===== config.mk =====
export PLATFORM = sky130hd
export DESIGN_NAME = matrix_alu_top
export DESIGN_NICKNAME = d
export VERILOG_FILES = /design/src/rtl/matrix_alu_pkg.sv /design/src/rtl/alu_req_if.sv /design/src/rtl/matrix_alu_top.sv /design/src/rtl/elem_datapath.sv /design/src/rtl/alu_seq_ctrl.sv
export SDC_FILE = /design/constraint.sdc
export NUM_CORES = 1
export LEC_CHECK = 0
export BUFFER_PORTS_ARGS = -buffer_cell sky130_fd_sc_hd__buf_2
export CORE_MARGIN = 2
export CORE_UTILIZATION = 43
export DETAILED_ROUTE_END_ITERATION = 12
export HOLD_SLACK_MARGIN = 0.06
export PLACE_DENSITY_LB_ADDON = 0.12
export SETUP_SLACK_MARGIN = 0.2
export SLEW_MARGIN = 20
export SYNTH_ARGS = -nofsm -noshare
export SYNTH_HDL_FRONTEND = slang
export SYNTH_SLANG_ARGS = --single-unit

===== constraint.sdc =====
create_clock -name clk -period 8.9 [get_ports clk]
set_clock_uncertainty 0.15 [all_clocks]
set_input_delay 1.78 -clock clk [delete_from_list [all_inputs] [get_ports clk]]
set_output_delay 1.78 -clock clk [all_outputs]
set_load 0.01 [all_outputs]

===== src/rtl/matrix_alu_pkg.sv =====
/* Matrix ALU shared definitions
   Element, dimension, result and flat-matrix types with the operation codes */

`default_nettype none

package matrix_alu_pkg;

  // ------------------------------
  // Size constants
  // ------------------------------

  // Largest row or column count
  localparam int MAX_DIM = 4;
  // Matrix element and scalar width
  localparam int ELEM_W  = 8;
  // Full-precision stream result width
  localparam int ACC_W   = 32;
  // Dimension count holds 0..MAX_DIM
  localparam int DIM_W   = 3;
  // Row or column index holds 0..MAX_DIM-1
  localparam int IDX_W   = 2;
  // Cycle counter width
  localparam int CNT_W   = 32;
  // Flat matrix, all slots packed
  localparam int MAT_W   = MAX_DIM * MAX_DIM * ELEM_W;

  // ------------------------------
  // Types
  // ------------------------------

  typedef logic signed [ELEM_W-1:0] elem_t;
  typedef logic        [DIM_W-1:0]  dim_t;
  typedef logic        [IDX_W-1:0]  idx_t;
  typedef logic signed [ACC_W-1:0]  acc_t;
  typedef logic        [CNT_W-1:0]  cnt_t;

  // Element (r,c) sits at slot r*MAX_DIM+c
  typedef logic [MAT_W-1:0] mat_flat_t;

  // Codes 4..7 are illegal
  typedef enum logic [2:0] {
    OP_ADD        = 3'd0,
    OP_SCALAR_MUL = 3'd1,
    OP_TRANSPOSE  = 3'd2,
    OP_MAT_MUL    = 3'd3
  } op_code_t;

endpackage

`default_nettype wire

===== src/rtl/alu_req_if.sv =====
/* Element request channel from the sequencer to the datapath
   One request per valid/ready transfer, fields held until accepted */

`timescale 1ns/10ps
`default_nettype none

interface alu_req_if;
  import matrix_alu_pkg::*;

  // Handshake
  logic     req_valid;
  logic     req_ready;
  // Result element position
  idx_t     row;
  idx_t     col;
  // Final column of the result row
  logic     last_col;
  // Operation of the running job
  op_code_t op;

  // Sequencer side
  modport seq (
    output req_valid,
    output row,
    output col,
    output last_col,
    output op,
    input  req_ready
  );

  // Datapath side
  modport dp (
    input  req_valid,
    input  row,
    input  col,
    input  last_col,
    input  op,
    output req_ready
  );

endinterface

`default_nettype wire


===== src/rtl/matrix_alu_top.sv =====
/* Streaming matrix ALU top level
   Sequencer and element datapath joined by the request channel */

`timescale 1ns/10ps
`default_nettype none

module matrix_alu_top (
  input  wire                            clk,
  input  wire                            rst_n,
  // Job control
  input  wire                            start_i,
  input  wire matrix_alu_pkg::op_code_t  op_i,
  // Operands, stable from start until done
  input  wire matrix_alu_pkg::mat_flat_t mat_a_i,
  input  wire matrix_alu_pkg::mat_flat_t mat_b_i,
  input  wire matrix_alu_pkg::dim_t      a_rows_i,
  input  wire matrix_alu_pkg::dim_t      a_cols_i,
  input  wire matrix_alu_pkg::dim_t      b_rows_i,
  input  wire matrix_alu_pkg::dim_t      b_cols_i,
  input  wire matrix_alu_pkg::elem_t     scalar_i,
  // Status
  output logic                           done_o,
  output logic                           error_o,
  output matrix_alu_pkg::cnt_t           cycle_cnt_o,
  // Result stream
  input  wire                            stream_ready_i,
  output logic                           stream_valid_o,
  output matrix_alu_pkg::acc_t           stream_data_o,
  output logic                           stream_last_col_o
);

  // Datapath has drained
  logic dp_idle;

  alu_req_if req_if ();

  alu_seq_ctrl alu_seq_ctrl_inst (
    .clk         (clk),
    .rst_n       (rst_n),
    .start_i     (start_i),
    .op_i        (op_i),
    .a_rows_i    (a_rows_i),
    .a_cols_i    (a_cols_i),
    .b_rows_i    (b_rows_i),
    .b_cols_i    (b_cols_i),
    .dp_idle_i   (dp_idle),
    .req         (req_if.seq),
    .done_o      (done_o),
    .error_o     (error_o),
    .cycle_cnt_o (cycle_cnt_o)
  );

  elem_datapath elem_datapath_inst (
    .clk               (clk),
    .rst_n             (rst_n),
    .req               (req_if.dp),
    .mat_a_i           (mat_a_i),
    .mat_b_i           (mat_b_i),
    .a_cols_i          (a_cols_i),
    .scalar_i          (scalar_i),
    .stream_ready_i    (stream_ready_i),
    .stream_valid_o    (stream_valid_o),
    .stream_data_o     (stream_data_o),
    .stream_last_col_o (stream_last_col_o),
    .dp_idle_o         (dp_idle)
  );

endmodule

`default_nettype wire


===== src/rtl/elem_datapath.sv =====
/* Matrix ALU element datapath
   Fetches operands, computes one result element and drives the output stream */

`timescale 1ns/10ps
`default_nettype none

module elem_datapath (
  input  wire                            clk,
  input  wire                            rst_n,
  alu_req_if.dp                          req,
  input  wire matrix_alu_pkg::mat_flat_t mat_a_i,
  input  wire matrix_alu_pkg::mat_flat_t mat_b_i,
  input  wire matrix_alu_pkg::dim_t      a_cols_i,
  input  wire matrix_alu_pkg::elem_t     scalar_i,
  input  wire                            stream_ready_i,
  output logic                           stream_valid_o,
  output matrix_alu_pkg::acc_t           stream_data_o,
  output logic                           stream_last_col_o,
  output logic                           dp_idle_o
);
  import matrix_alu_pkg::*;

  // Compute stage phases
  typedef enum logic [2:0] {
    CS_IDLE,
    CS_FETCH,
    CS_MAC,
    CS_EXEC,
    CS_DONE
  } cs_state_t;

  cs_state_t cs;

  // Request held in the compute stage
  op_code_t  op_q;
  idx_t      row_q;
  idx_t      col_q;
  logic      last_col_q;
  // Inner-product index
  idx_t      k_q;
  idx_t      last_k;

  // Sign-extended operands and running sum
  acc_t      op_a;
  acc_t      op_b;
  acc_t      acc_q;
  // Finished element waiting for the output register
  acc_t      res_q;
  acc_t      exec_val;

  // Operands selected at request time
  elem_t     fetch_a;
  elem_t     fetch_b;

  logic      req_fire;
  logic      out_free;
  logic      out_load;

  // Element (r,c) of a flat matrix
  function automatic elem_t elem_at(input mat_flat_t m, input idx_t r, input idx_t c);
    return m[(int'(r) * MAX_DIM + int'(c)) * ELEM_W +: ELEM_W];
  endfunction

  assign req.req_ready = (cs == CS_IDLE);
  assign req_fire      = req.req_valid && req.req_ready;
  assign last_k        = idx_t'(a_cols_i - dim_t'(1));

  // ------------------------------
  // Operand select for one-shot ops
  // ------------------------------
  always_comb begin
    case (req.op)
      OP_SCALAR_MUL: begin
        fetch_a = elem_at(mat_a_i, req.row, req.col);
        fetch_b = scalar_i;
      end
      OP_TRANSPOSE: begin
        // Swapped indices
        fetch_a = elem_at(mat_a_i, req.col, req.row);
        fetch_b = '0;
      end
      default: begin
        fetch_a = elem_at(mat_a_i, req.row, req.col);
        fetch_b = elem_at(mat_b_i, req.row, req.col);
      end
    endcase
  end

  // Result of the exec phase
  always_comb begin
    case (op_q)
      OP_ADD:        exec_val = op_a + op_b;
      OP_SCALAR_MUL: exec_val = op_a * op_b;
      OP_MAT_MUL:    exec_val = acc_q;
      default:       exec_val = op_a;
    endcase
  end

  // ------------------------------
  // Compute stage control
  // ------------------------------
  always_ff @(posedge clk or negedge rst_n) begin
    if (!rst_n) begin
      cs <= CS_IDLE;
    end else begin
      case (cs)
        CS_IDLE: begin
          // Matrix multiply loops, the rest has operands already
          if (req_fire) begin
            cs <= (req.op == OP_MAT_MUL) ? CS_FETCH : CS_EXEC;
          end
        end
        CS_FETCH: cs <= CS_MAC;
        CS_MAC:   cs <= (k_q == last_k) ? CS_EXEC : CS_FETCH;
        CS_EXEC:  cs <= CS_DONE;
        CS_DONE: begin
          // Stall here while the stream is blocked
          if (out_free) begin
            cs <= CS_IDLE;
          end
        end
        default: cs <= CS_IDLE;
      endcase
    end
  end

  // Compute stage payload
  always_ff @(posedge clk) begin
    case (cs)
      CS_IDLE: begin
        if (req_fire) begin
          op_q       <= req.op;
          row_q      <= req.row;
          col_q      <= req.col;
          last_col_q <= req.last_col;
          k_q        <= '0;
          acc_q      <= '0;
          op_a       <= acc_t'(fetch_a);
          op_b       <= acc_t'(fetch_b);
        end
      end
      CS_FETCH: begin
        // k-th pair A(row,k) and B(k,col)
        op_a <= acc_t'(elem_at(mat_a_i, row_q, k_q));
        op_b <= acc_t'(elem_at(mat_b_i, k_q, col_q));
      end
      CS_MAC: begin
        acc_q <= acc_q + op_a * op_b;
        k_q   <= k_q + idx_t'(1);
      end
      CS_EXEC: res_q <= exec_val;
    endcase
  end

  // ------------------------------
  // Output stream register
  // ------------------------------
  // Free when empty or draining this cycle
  assign out_free = !stream_valid_o || stream_ready_i;
  assign out_load = (cs == CS_DONE) && out_free;

  always_ff @(posedge clk or negedge rst_n) begin
    if (!rst_n) begin
      stream_valid_o <= 1'b0;
    end else if (out_load) begin
      stream_valid_o <= 1'b1;
    end else if (stream_ready_i) begin
      stream_valid_o <= 1'b0;
    end
  end

  always_ff @(posedge clk) begin
    if (out_load) begin
      stream_data_o     <= res_q;
      stream_last_col_o <= last_col_q;
    end
  end

  // Nothing computing and nothing waiting on the stream
  assign dp_idle_o = (cs == CS_IDLE) && !stream_valid_o;

endmodule

`default_nettype wire


===== src/rtl/alu_seq_ctrl.sv =====
/* Matrix ALU sequencer
   Checks shapes on start, walks the result in row-major order and reports done */

`timescale 1ns/10ps
`default_nettype none

module alu_seq_ctrl (
  input  wire                           clk,
  input  wire                           rst_n,
  input  wire                           start_i,
  input  wire matrix_alu_pkg::op_code_t op_i,
  input  wire matrix_alu_pkg::dim_t     a_rows_i,
  input  wire matrix_alu_pkg::dim_t     a_cols_i,
  input  wire matrix_alu_pkg::dim_t     b_rows_i,
  input  wire matrix_alu_pkg::dim_t     b_cols_i,
  input  wire                           dp_idle_i,
  alu_req_if.seq                        req,
  output logic                          done_o,
  output logic                          error_o,
  output matrix_alu_pkg::cnt_t          cycle_cnt_o
);
  import matrix_alu_pkg::*;

  typedef enum logic [1:0] {
    ST_IDLE,
    ST_ISSUE,
    ST_DRAIN,
    ST_DONE
  } seq_state_t;

  seq_state_t state;

  // Latched job
  op_code_t   op_q;
  dim_t       rows_lim;
  dim_t       cols_lim;
  // Current result position
  idx_t       row_q;
  idx_t       col_q;
  idx_t       last_row;
  idx_t       last_col_idx;

  // Decoded from the inputs at start
  logic       start_err;
  dim_t       res_rows;
  dim_t       res_cols;
  logic       req_fire;

  // Legal dimension is 1..MAX_DIM
  function automatic logic dim_ok(input dim_t d);
    return (d != '0) && (d <= dim_t'(MAX_DIM));
  endfunction

  // ------------------------------
  // Shape check and result size
  // ------------------------------
  always_comb begin
    start_err = !(dim_ok(a_rows_i) && dim_ok(a_cols_i) &&
                  dim_ok(b_rows_i) && dim_ok(b_cols_i));
    res_rows  = a_rows_i;
    res_cols  = a_cols_i;
    case (op_i)
      OP_ADD: begin
        // Both operands must have the same shape
        if ((a_rows_i != b_rows_i) || (a_cols_i != b_cols_i)) begin
          start_err = 1'b1;
        end
      end
      OP_SCALAR_MUL: begin
        // Result keeps the shape of A
      end
      OP_TRANSPOSE: begin
        res_rows = a_cols_i;
        res_cols = a_rows_i;
      end
      OP_MAT_MUL: begin
        // Inner dimensions have to agree
        res_cols = b_cols_i;
        if (a_cols_i != b_rows_i) begin
          start_err = 1'b1;
        end
      end
      default: start_err = 1'b1;
    endcase
  end

  // Limits are at least 1 once latched, so the index fits
  assign last_row     = idx_t'(rows_lim - dim_t'(1));
  assign last_col_idx = idx_t'(cols_lim - dim_t'(1));

  // ------------------------------
  // Request channel
  // ------------------------------
  assign req.req_valid = (state == ST_ISSUE);
  assign req.row       = row_q;
  assign req.col       = col_q;
  assign req.last_col  = (col_q == last_col_idx);
  assign req.op        = op_q;
  assign req_fire      = req.req_valid && req.req_ready;

  // ------------------------------
  // Operation FSM
  // ------------------------------
  always_ff @(posedge clk or negedge rst_n) begin
    if (!rst_n) begin
      state       <= ST_IDLE;
      done_o      <= 1'b0;
      error_o     <= 1'b0;
      cycle_cnt_o <= '0;
      op_q        <= OP_ADD;
      rows_lim    <= '0;
      cols_lim    <= '0;
      row_q       <= '0;
      col_q       <= '0;
    end else begin
      case (state)
        ST_IDLE: begin
          if (start_i) begin
            error_o     <= start_err;
            cycle_cnt_o <= '0;
            op_q        <= op_i;
            rows_lim    <= res_rows;
            cols_lim    <= res_cols;
            row_q       <= '0;
            col_q       <= '0;
            // Illegal job skips straight to done, no beats
            state       <= start_err ? ST_DONE : ST_ISSUE;
          end
        end
        ST_ISSUE: begin
          cycle_cnt_o <= cycle_cnt_o + cnt_t'(1);
          if (req_fire) begin
            // Row-major walk
            if (col_q == last_col_idx) begin
              col_q <= '0;
              if (row_q == last_row) begin
                state <= ST_DRAIN;
              end else begin
                row_q <= row_q + idx_t'(1);
              end
            end else begin
              col_q <= col_q + idx_t'(1);
            end
          end
        end
        ST_DRAIN: begin
          // Idle datapath means the last beat has left
          cycle_cnt_o <= cycle_cnt_o + cnt_t'(1);
          if (dp_idle_i) begin
            state <= ST_DONE;
          end
        end
        ST_DONE: begin
          if (!done_o) begin
            done_o      <= 1'b1;
            cycle_cnt_o <= cycle_cnt_o + cnt_t'(1);
          end else if (!start_i) begin
            // Hold done until start is released
            done_o <= 1'b0;
            state  <= ST_IDLE;
          end
        end
        default: state <= ST_IDLE;
      endcase
    end
  end

endmodule

`default_nettype wire


==> results of run 1 <==
final cells by class:
class | instances | area, um2
Clock inverter | 14 | 133
Clock buffer | 18 | 429
Inverter | 220 | 832
Timing Repair Buffer | 453 | 2530
Fill cell | 4164 | 22200
Sequential cell | 174 | 4970
Multi-Input combinational cell | 1363 | 14400
Tap cell | 607 | 759
Antenna cell | 4 | 10.0
cells by family (layout without fill, tap and decap cells):
kind of cell             after synthesis  after routing  share of synthesized area
XOR/XNOR                             122            122                     0.0533
adder cells (fa/ha/maj)              360            360                      0.295
flip-flops                           174            174                      0.248
AND/OR/NAND/NOR                      409            409                     0.0971
multiplexers                         158            158                      0.150
AO/OA/AOI/OAI                        314            314                      0.103
buffers and inverters                284            705                     0.0535
other                                  0              4                          0
timing repair:
action	CTS	global route
pin swaps	5	49
setup buffers	4	18
resized for setup	19	56
endpoints found under the setup margin	3	10
cell usage after synthesis (4+ instances only):
library cell and number:
and3_1 12, o211a_1 5, mux2i_1 33, xor2_1 53
o21a_1 15, buf_2 6, clkbuf_1 49, fa_1 189
nor2b_1 7, o21ai_1 14, nand2b_1 15, dfrtp_1 51
nand4_1 7, nor2_1 118, a211oi_1 11, a21o_1 21
mux4_2 112, o21bai_1 12, nand3_1 22, or3_1 6
ha_1 171, a22oi_1 9, o211ai_1 20, nor3_1 27
o32a_1 4, buf_1 9, mux2_2 13, xnor2_1 69
inv_1 220, nand2_1 117, and2_1 50, a21oi_1 76
edfxtp_1 123, nor3b_1 6, o21ai_0 75, or2_2 7
a221oi_1 10
worst min-delay path by stage:
stage / start / end / slack [ns] / cells past startpoint
global route: elem_datapath_inst.res_q[20] / elem_datapath_inst.stream_data_o[20] / 0.28 / 0
floorplan: elem_datapath_inst.res_q[0] / elem_datapath_inst.stream_data_o[0] / 0.25 / 0
global placement: elem_datapath_inst.res_q[16] / elem_datapath_inst.stream_data_o[16] / 0.25 / 0
detailed placement: elem_datapath_inst.res_q[20] / elem_datapath_inst.stream_data_o[20] / 0.26 / 0
finish: elem_datapath_inst.res_q[24] / elem_datapath_inst.stream_data_o[24] / 0.27 / 0
CTS: elem_datapath_inst.res_q[20] / elem_datapath_inst.stream_data_o[20] / 0.27 / 0
worst max-delay path: cells and delay by family (launching register included):
family,cells,cell delay (ns)
compound gates,6,1.30
fa+ha+maj,10,4.85
simple gates,5,0.55
xor+xnor,2,0.34
buf+inv,6,0.70
flops,1,0.46
state kept, by name (all words and copies together) (netlist names), 3 cells and up:
register,count
elem_datapath_inst.op_a,8
elem_datapath_inst.res_q,32
elem_datapath_inst.stream_data_o,32
elem_datapath_inst.acc_q,32
elem_datapath_inst.op_q,3
elem_datapath_inst.op_b,8
elem_datapath_inst.cs,3
alu_seq_ctrl_inst.cycle_cnt_o,32
alu_seq_ctrl_inst.req.op,3
layer usage:
layer / wire [um] / vias up / share of wire
li1: - / 7276 / -
met1: 25100 / 7733 / 0.42
met2: 29400 / 499 / 0.49
met3: 2900 / 101 / 0.049
met4: 2020 / 0 / 0.034
met5: 0 / - / 0
stage by stage:
| step | cell area (um2) | utilization |
|---|---|---|
| 2_1_floorplan | 20100 | - |
| 3_3_place_gp | 23000 | 0.497 |
| 3_5_place_dp | 23000 | 0.497 |
| 4_1_cts | 23700 | 0.512 |
| 5_1_grt | 24000 | 0.520 |
| 6_report | 24000 | 0.520 |
==> results.json, run 1 <==
{
  "outcome": "complete, no violations",
  "ios": 351,
  "layout_common_cells": "buf_2 (350), inv_1 (212), fa_1 (185)",
  "worstPathMaxFanout": 8,
  "fmax_mhz": 116,
  "tightest_slew_ns": 1.09,
  "rsz0062_at_grt": "yes",
  "finalCritPeriodShare": 0.970,
  "crit_end": "elem_datapath_inst.acc_q[31]",
  "drtPass1Iterations": 5,
  "drive_gt1_frac": 0.311,
  "syn_inst": 1821,
  "totalNegativeSetupSlack_ns": 0,
  "route.detailed.drc": 0,
  "max_cap_violations": 0,
  "synth_seq_area_share": 0.248,
  "design.die.area_mm2": 0.0484,
  "cp-end-kind": "flop",
  "ff2ff_path_depth": 29,
  "path_common_cell": "fa_1",
  "die_h_um": 220,
  "grt_usage": 0.255,
  "port_buffers": 350,
  "hold_violations": 0,
  "syn_area_per_cell_um2": 11.0,
  "hold_buffers": 0,
  "slew_headroom": 0.270,
  "post-place-ws_ns": -0.0978,
  "htree_levels": 4,
  "core-area_mm2": 0.0463,
  "yosys_warnings": 0,
  "synthesis.area_mm2": 0.0201,
  "ys_types": 75,
  "grt_pass1_vias": 16490,
  "place.gp.congestion": 0.922,
  "grt_max_degree": 52,
  "yosys_register_bits": 174,
  "async_reset_ff_frac": 0.293,
  "crit_start": "elem_datapath_inst.op_a[30]",
  "antenna_found_initial": 7,
  "regToRegStartpoint": "elem_datapath_inst.op_a[30]",
  "cp-start-kind": "flop",
  "first_iter_violations": 1037,
  "setup_viol": 0,
  "clk_pin_slew_ns": 0.07,
  "synth_top_area_frac": 0.189,
  "cts_tree": "built",
  "critical_path.slowest_cell": "fa_2",
  "synth_edf_count": 123,
  "r2r_slack_ns": 0.27,
  "fin_ws_ns": 0.266,
  "met3_usage": 0.0427,
  "synth_nets": 2464,
  "dp_hpwl_um": 49800,
  "top_usage_layer": "met2",
  "via_per_inst": 5.47,
  "synthFlopType": "edfxtp_1",
  "root_buffer": "clkbuf_16",
  "worstSkewPairLatency_ns": 0.48,
  "nNetsFinal": 2872,
  "initial_core_util": 0.434,
  "required_ns": 8.95,
  "grt_overflow": 0,
  "synthToLayoutAreaGrowth_pct": 19.9,
  "grt_pass1_wl_um": 92700,
  "avgRoutedWirePerCell_um": 20.8,
  "period_needed_ns": 8.63,
  "fin_cells": 2853,
  "netlist_top_cells_area": "fa_1 (19%), edfxtp_1 (18%), mux4_2 (13%)",
  "final_max_slew_viol_count": 0,
  "route.antenna.remaining_nets": 0,
  "dpl.cell_count": 2795,
  "max-clock-path-buffers": 2,
  "totalWireLength_um": 59400,
  "mostFrequentLayoutCell": "buf_2",
  "cpPeakStageDelay_ns": 0.60,
  "clkSinkCount": 174,
  "yosysTopAreaCell": "fa_1",
  "die_w_um": 220,
  "critPathArrivalTime_ns": 8.68,
  "hp-class": "reg -> reg",
  "r2r-end": "elem_datapath_inst.acc_q[31]",
  "rows": 79,
  "gr-usage-met1": 0.325,
  "numCtsBuffers": 17,
  "globalRouteMet2Util": 0.434,
  "crit_type": "reg -> reg",
  "whs_ns": 0.270,
  "vias": 15609
}
Power of run 1 is left out: the tool's default activity adds up to more than one toggle a clock period on the data nets, which glitch-free logic cannot reach.
==> run 2: changes to the inputs <==
--- a/config.mk
+++ b/config.mk
@@ -6,8 +6,11 @@
 export NUM_CORES = 1
 export LEC_CHECK = 0
 export BUFFER_PORTS_ARGS = -buffer_cell sky130_fd_sc_hd__buf_2
+export CELL_PAD_IN_SITES_DETAIL_PLACEMENT = 0
+export CELL_PAD_IN_SITES_GLOBAL_PLACEMENT = 1
+export CORE_ASPECT_RATIO = 1.25
 export CORE_MARGIN = 2
-export CORE_UTILIZATION = 43
+export CORE_UTILIZATION = 42
 export DETAILED_ROUTE_END_ITERATION = 12
 export HOLD_SLACK_MARGIN = 0.06
 export PLACE_DENSITY_LB_ADDON = 0.12
==> results.json, run 2 (synthesis results as in run 1) <==
{
  "outcome": "complete, no violations",
  "numCtsBuffers": 17,
  "totalWireLength_um": 60400,
  "drtPass1Iterations": 5,
  "root_buffer": "clkbuf_16",
  "fin_cells": 2936,
  "clkSinkCount": 174,
  "layout_common_cells": "buf_2 (350), inv_1 (210), fa_1 (181)",
  "cpPeakStageDelay_ns": 0.64,
  "critical_path.slowest_cell": "fa_2",
  "place.gp.congestion": 0.941,
  "initial_core_util": 0.425,
  "r2r_slack_ns": 0.25,
  "nNetsFinal": 2929,
  "crit_type": "reg -> reg",
  "hp-class": "reg -> reg",
  "hold_violations": 0,
  "antenna_found_initial": 1,
  "totalNegativeSetupSlack_ns": 0,
  "fmax_mhz": 116,
  "grt_overflow": 0,
  "die_h_um": 248,
  "ff2ff_path_depth": 30,
  "cp-start-kind": "flop",
  "crit_start": "elem_datapath_inst.op_a[30]",
  "avgRoutedWirePerCell_um": 20.6,
  "synthToLayoutAreaGrowth_pct": 22.6,
  "worstPathMaxFanout": 8,
  "path_common_cell": "fa_1",
  "mostFrequentLayoutCell": "buf_2",
  "grt_usage": 0.251,
  "dp_hpwl_um": 50500,
  "final_max_slew_viol_count": 0,
  "rows": 89,
  "die_w_um": 199,
  "diodes": 0,
  "worstHoldStart": "elem_datapath_inst.res_q[7]",
  "dpl.cell_count": 2879,
  "route.antenna.remaining_nets": 0,
  "max_cap_violations": 0,
  "core-area_mm2": 0.0472,
  "vias": 15735,
  "grt_max_degree": 52,
  "design.die.area_mm2": 0.0495,
  "cts_tree": "built",
  "finalCritPeriodShare": 0.972,
  "dpl_cell_area_mm2": 0.0234,
  "period_needed_ns": 8.65,
  "cp-end-kind": "flop",
  "clk_pin_slew_ns": 0.07,
  "grt_pass1_vias": 16911,
  "setup_viol": 0,
  "fillers": 4403,
  "critPathArrivalTime_ns": 8.68,
  "r2r-end": "elem_datapath_inst.acc_q[31]",
  "port_buffers": 350,
  "fin_area_mm2": 0.0246,
  "via_per_inst": 5.36,
  "drive_gt1_frac": 0.333,
  "hold_buffers": 0,
  "htree_levels": 4,
  "slew_headroom": 0.364,
  "required_ns": 8.93,
  "final_core_util": 0.521,
  "first_iter_violations": 597,
  "grt_pass1_wl_um": 94100,
  "regToRegStartpoint": "elem_datapath_inst.op_a[30]",
  "crit_end": "elem_datapath_inst.acc_q[31]",
  "ios": 351,
  "rsz0062_at_grt": "yes",
  "worstSkewPairLatency_ns": 0.45,
  "route.detailed.drc": 0,
  "tightest_slew_ns": 0.955,
  "max-clock-path-buffers": 2
}
run 2: changes by cell type in the layout (fill, tap and decap cells not counted), moves of 3 or more:
cell,change
ha_4,+6
a21oi_4,+3
buf_4,+56
diode_2,-4
clkinv_2,+3
clkinvlp_4,-3
fa_1,-4
fa_2,+4
ha_1,-4
run 2: layout make-up:
cell class              count  area, um2  share of cell area
clock buffers              20        483              0.0196
repair buffers            510       2960               0.120
well taps                 637        797              0.0324
inverters                 220        835              0.0339
flip-flops and latches    174       4970               0.202
multi-input cells        1363      14500               0.588
clock inverters            12       93.8             0.00382
run 2: metrics by stage:
| stage | setup slack (ns) | hold slack, ns |
|---|---|---|
| finish | 0.248 | 0.271 |
| global placement | 0.113 | 0.250 |
| floorplan | 0.203 | 0.250 |
| CTS | 0.206 | 0.273 |
| detailed placement | -0.0535 | 0.256 |
| global route | -0.122 | 0.276 |
run 2: worst min-delay path by stage:
stage	end	slack [ns]	depth (start not counted)
floorplan	elem_datapath_inst.stream_data_o[0]	0.25	0
global placement	elem_datapath_inst.stream_data_o[25]	0.25	0
detailed placement	elem_datapath_inst.stream_data_o[1]	0.26	0
CTS	elem_datapath_inst.stream_last_col_o	0.27	0
global route	elem_datapath_inst.stream_data_o[17]	0.28	0
finish	elem_datapath_inst.stream_data_o[7]	0.27	0
run 2: timing repair:
action / in CTS / in global routing
endpoints found under the setup margin: 3 / 11
buffers inserted: 10 / 15
pin swaps: 14 / 55
gates resized for setup: 22 / 62
gates cloned: 0 / 0
run 2: critical path, delay by kind of cell (launching register included):
kind            cells  cell delay [ns]
compound gates      9             1.67
simple gates        5             0.56
xor+xnor            2             0.33
buf+inv             4             0.50
flops               1             0.42
fa+ha+maj          10             4.73
run 2: per-layer routing:
metal / vias to the layer above / global-route usage / wire length [um]
met2: 413 / 0.466 / 32400
met3: 78 / 0.0421 / 2470
li1: 7371 / - / -
met4: 2 / 0.0852 / 1930
met5: - / 0 / 17
met1: 7871 / 0.292 / 23600
Power of run 2 is left out for the same reason.
==> run 3: changes to the inputs <==
--- a/config.mk
+++ b/config.mk
@@ -10,7 +10,7 @@
 export CELL_PAD_IN_SITES_GLOBAL_PLACEMENT = 1
 export CORE_ASPECT_RATIO = 1.25
 export CORE_MARGIN = 2
-export CORE_UTILIZATION = 42
+export CORE_UTILIZATION = 43
 export DETAILED_ROUTE_END_ITERATION = 12
 export HOLD_SLACK_MARGIN = 0.06
 export PLACE_DENSITY_LB_ADDON = 0.12
==> constraint.sdc (replaced) <==
create_clock -name clk -period 8.5 [get_ports clk]
set_clock_uncertainty 0.15 [all_clocks]
set_input_delay 1.7 -clock clk [delete_from_list [all_inputs] [get_ports clk]]
set_output_delay 1.7 -clock clk [all_outputs]
set_load 0.01 [all_outputs]
==> results.json, run 3 (synthesis results as in run 1) <==
{
  "initial_core_util": 0.435,
  "design.die.area_mm2": 0.0484,
  "place.gp.congestion": 0.921,
  "worstSkewPairLatency_ns": 0.47,
  "violations": "negative setup slack",
  "via_per_inst": 5.39,
  "dpl.cell_count": 2877,
  "final_max_slew_viol_count": 0,
  "grt_pass1_vias": 17440,
  "worstHoldEndpoint": "elem_datapath_inst.stream_data_o[20]",
  "regToRegStartpoint": "elem_datapath_inst.op_a[30]",
  "cp-start-kind": "flop",
  "htree_levels": 4,
  "fmax_mhz": 115,
  "root_buffer": "clkbuf_16",
  "crit_type": "reg -> reg",
  "die_h_um": 245,
  "antenna_found_initial": 7,
  "drive_gt1_frac": 0.333,
  "r2r_slack_ns": -0.21,
  "core-area_mm2": 0.0461,
  "port_buffers": 350,
  "tightest_slew_ns": 1.05,
  "drtPass1Iterations": 7,
  "synthToLayoutAreaGrowth_pct": 22.8,
  "grt_max_degree": 52,
  "cts_tree": "built",
  "ff2ff_path_depth": 30,
  "worstPathMaxFanout": 8,
  "first_iter_violations": 747,
  "fin_ws_ns": -0.211,
  "clkSinkCount": 174,
  "outcome": "finished with violations",
  "rows": 88,
  "route.detailed.drc": 0,
  "regArea_mm2": 0.00497,
  "crit_start": "elem_datapath_inst.op_a[30]",
  "mostFrequentLayoutCell": "buf_2",
  "max-clock-path-buffers": 2,
  "hp-class": "reg -> reg",
  "max_cap_violations": 0,
  "avgRoutedWirePerCell_um": 20.6,
  "vias": 15788,
  "critPathArrivalTime_ns": 8.75,
  "required_ns": 8.54,
  "totalWireLength_um": 60500,
  "ios": 351,
  "dp_hpwl_um": 51100,
  "layout_common_cells": "buf_2 (350), inv_1 (214), buf_4 (197)",
  "hold_violations": 0,
  "worst_hold_path.num_cells": 0,
  "fin_cells": 2929,
  "nNetsFinal": 2970,
  "r2r-end": "elem_datapath_inst.acc_q[31]",
  "grt_pass1_wl_um": 95900,
  "grt_usage": 0.261,
  "cpPeakStageDelay_ns": 0.61,
  "slew_headroom": 0.302,
  "clk_pin_slew_ns": 0.07,
  "fillers": 4209,
  "multi_input_area_mm2": 0.0143,
  "critical_path.slowest_cell": "fa_2",
  "grt_overflow": 0,
  "cp-end-kind": "flop",
  "rsz0062_at_grt": "yes",
  "numCtsBuffers": 17,
  "setup_viol": 3,
  "totalNegativeSetupSlack_ns": -0.387,
  "worstHoldStart": "elem_datapath_inst.res_q[20]",
  "route.antenna.remaining_nets": 0,
  "finalCritPeriodShare": 1.02,
  "period_needed_ns": 8.71,
  "path_common_cell": "fa_1",
  "die_w_um": 197
}
-- run 3: metal layers --
layer	global-route usage	part of all wire	wire [um]	vias up
met3	0.0427	0.042	2560	84
li1	-	-	-	7478
met5	0	0.00022	13	-
met2	0.481	0.53	32000	422
met4	0.105	0.034	2070	2
met1	0.301	0.39	23900	7802
-- run 3: worst max-delay path, delay by kind of cell (launching register included) --
kind / cells / cell delay (ns)
adder cells (fa/ha/maj): 10 / 4.77
AO/OA/AOI/OAI: 9 / 1.61
AND/OR/NAND/NOR: 4 / 0.51
flip-flops: 1 / 0.45
XOR/XNOR: 2 / 0.32
buffers and inverters: 5 / 0.60
-- run 3: timing repair --
| action | 4_1_cts | 5_1_grt |
|---|---|---|
| endpoints found under the setup margin | 9 | 15 |
| buffers inserted | 10 | 6 |
| gates cloned | 0 | 0 |
| pin swaps | 25 | 17 |
| gates resized for setup | 26 | 21 |
| hold buffers | 0 | 0 |
-- run 3: layout make-up --
class | instances | area share
flip-flops and latches | 174 | 0.202
clock inverters | 13 | 0.00422
multi-input cells | 1363 | 0.579
repair buffers | 551 | 0.133
clock buffers | 18 | 0.0174
diodes | 5 | 0.000508
well taps | 585 | 0.0297
inverters | 220 | 0.0338
-- run 3: through the flow --
stage / utilization / instance area [um2] / hold WS, ns / setup WS, ns
final: 0.534 / 24600 / 0.269 / -0.211
after global routing: 0.534 / 24600 / 0.278 / -0.633
after CTS: 0.531 / 24500 / 0.268 / -0.123
after detailed placement: 0.516 / 23800 / 0.255 / -0.394
after global placement: 0.515 / 23800 / 0.252 / -0.173
after floorplan: - / 20100 / 0.250 / -0.0105
-- run 3: worst max path at each step --
stage	to	cells after the start
after floorplan	elem_datapath_inst.acc_q[31]	31
after global placement	elem_datapath_inst.acc_q[31]	30
after detailed placement	elem_datapath_inst.acc_q[31]	30
after global routing	elem_datapath_inst.acc_q[31]	31
after CTS	elem_datapath_inst.acc_q[31]	35
final	elem_datapath_inst.acc_q[31]	30
Power of run 3 is left out for the same reason.
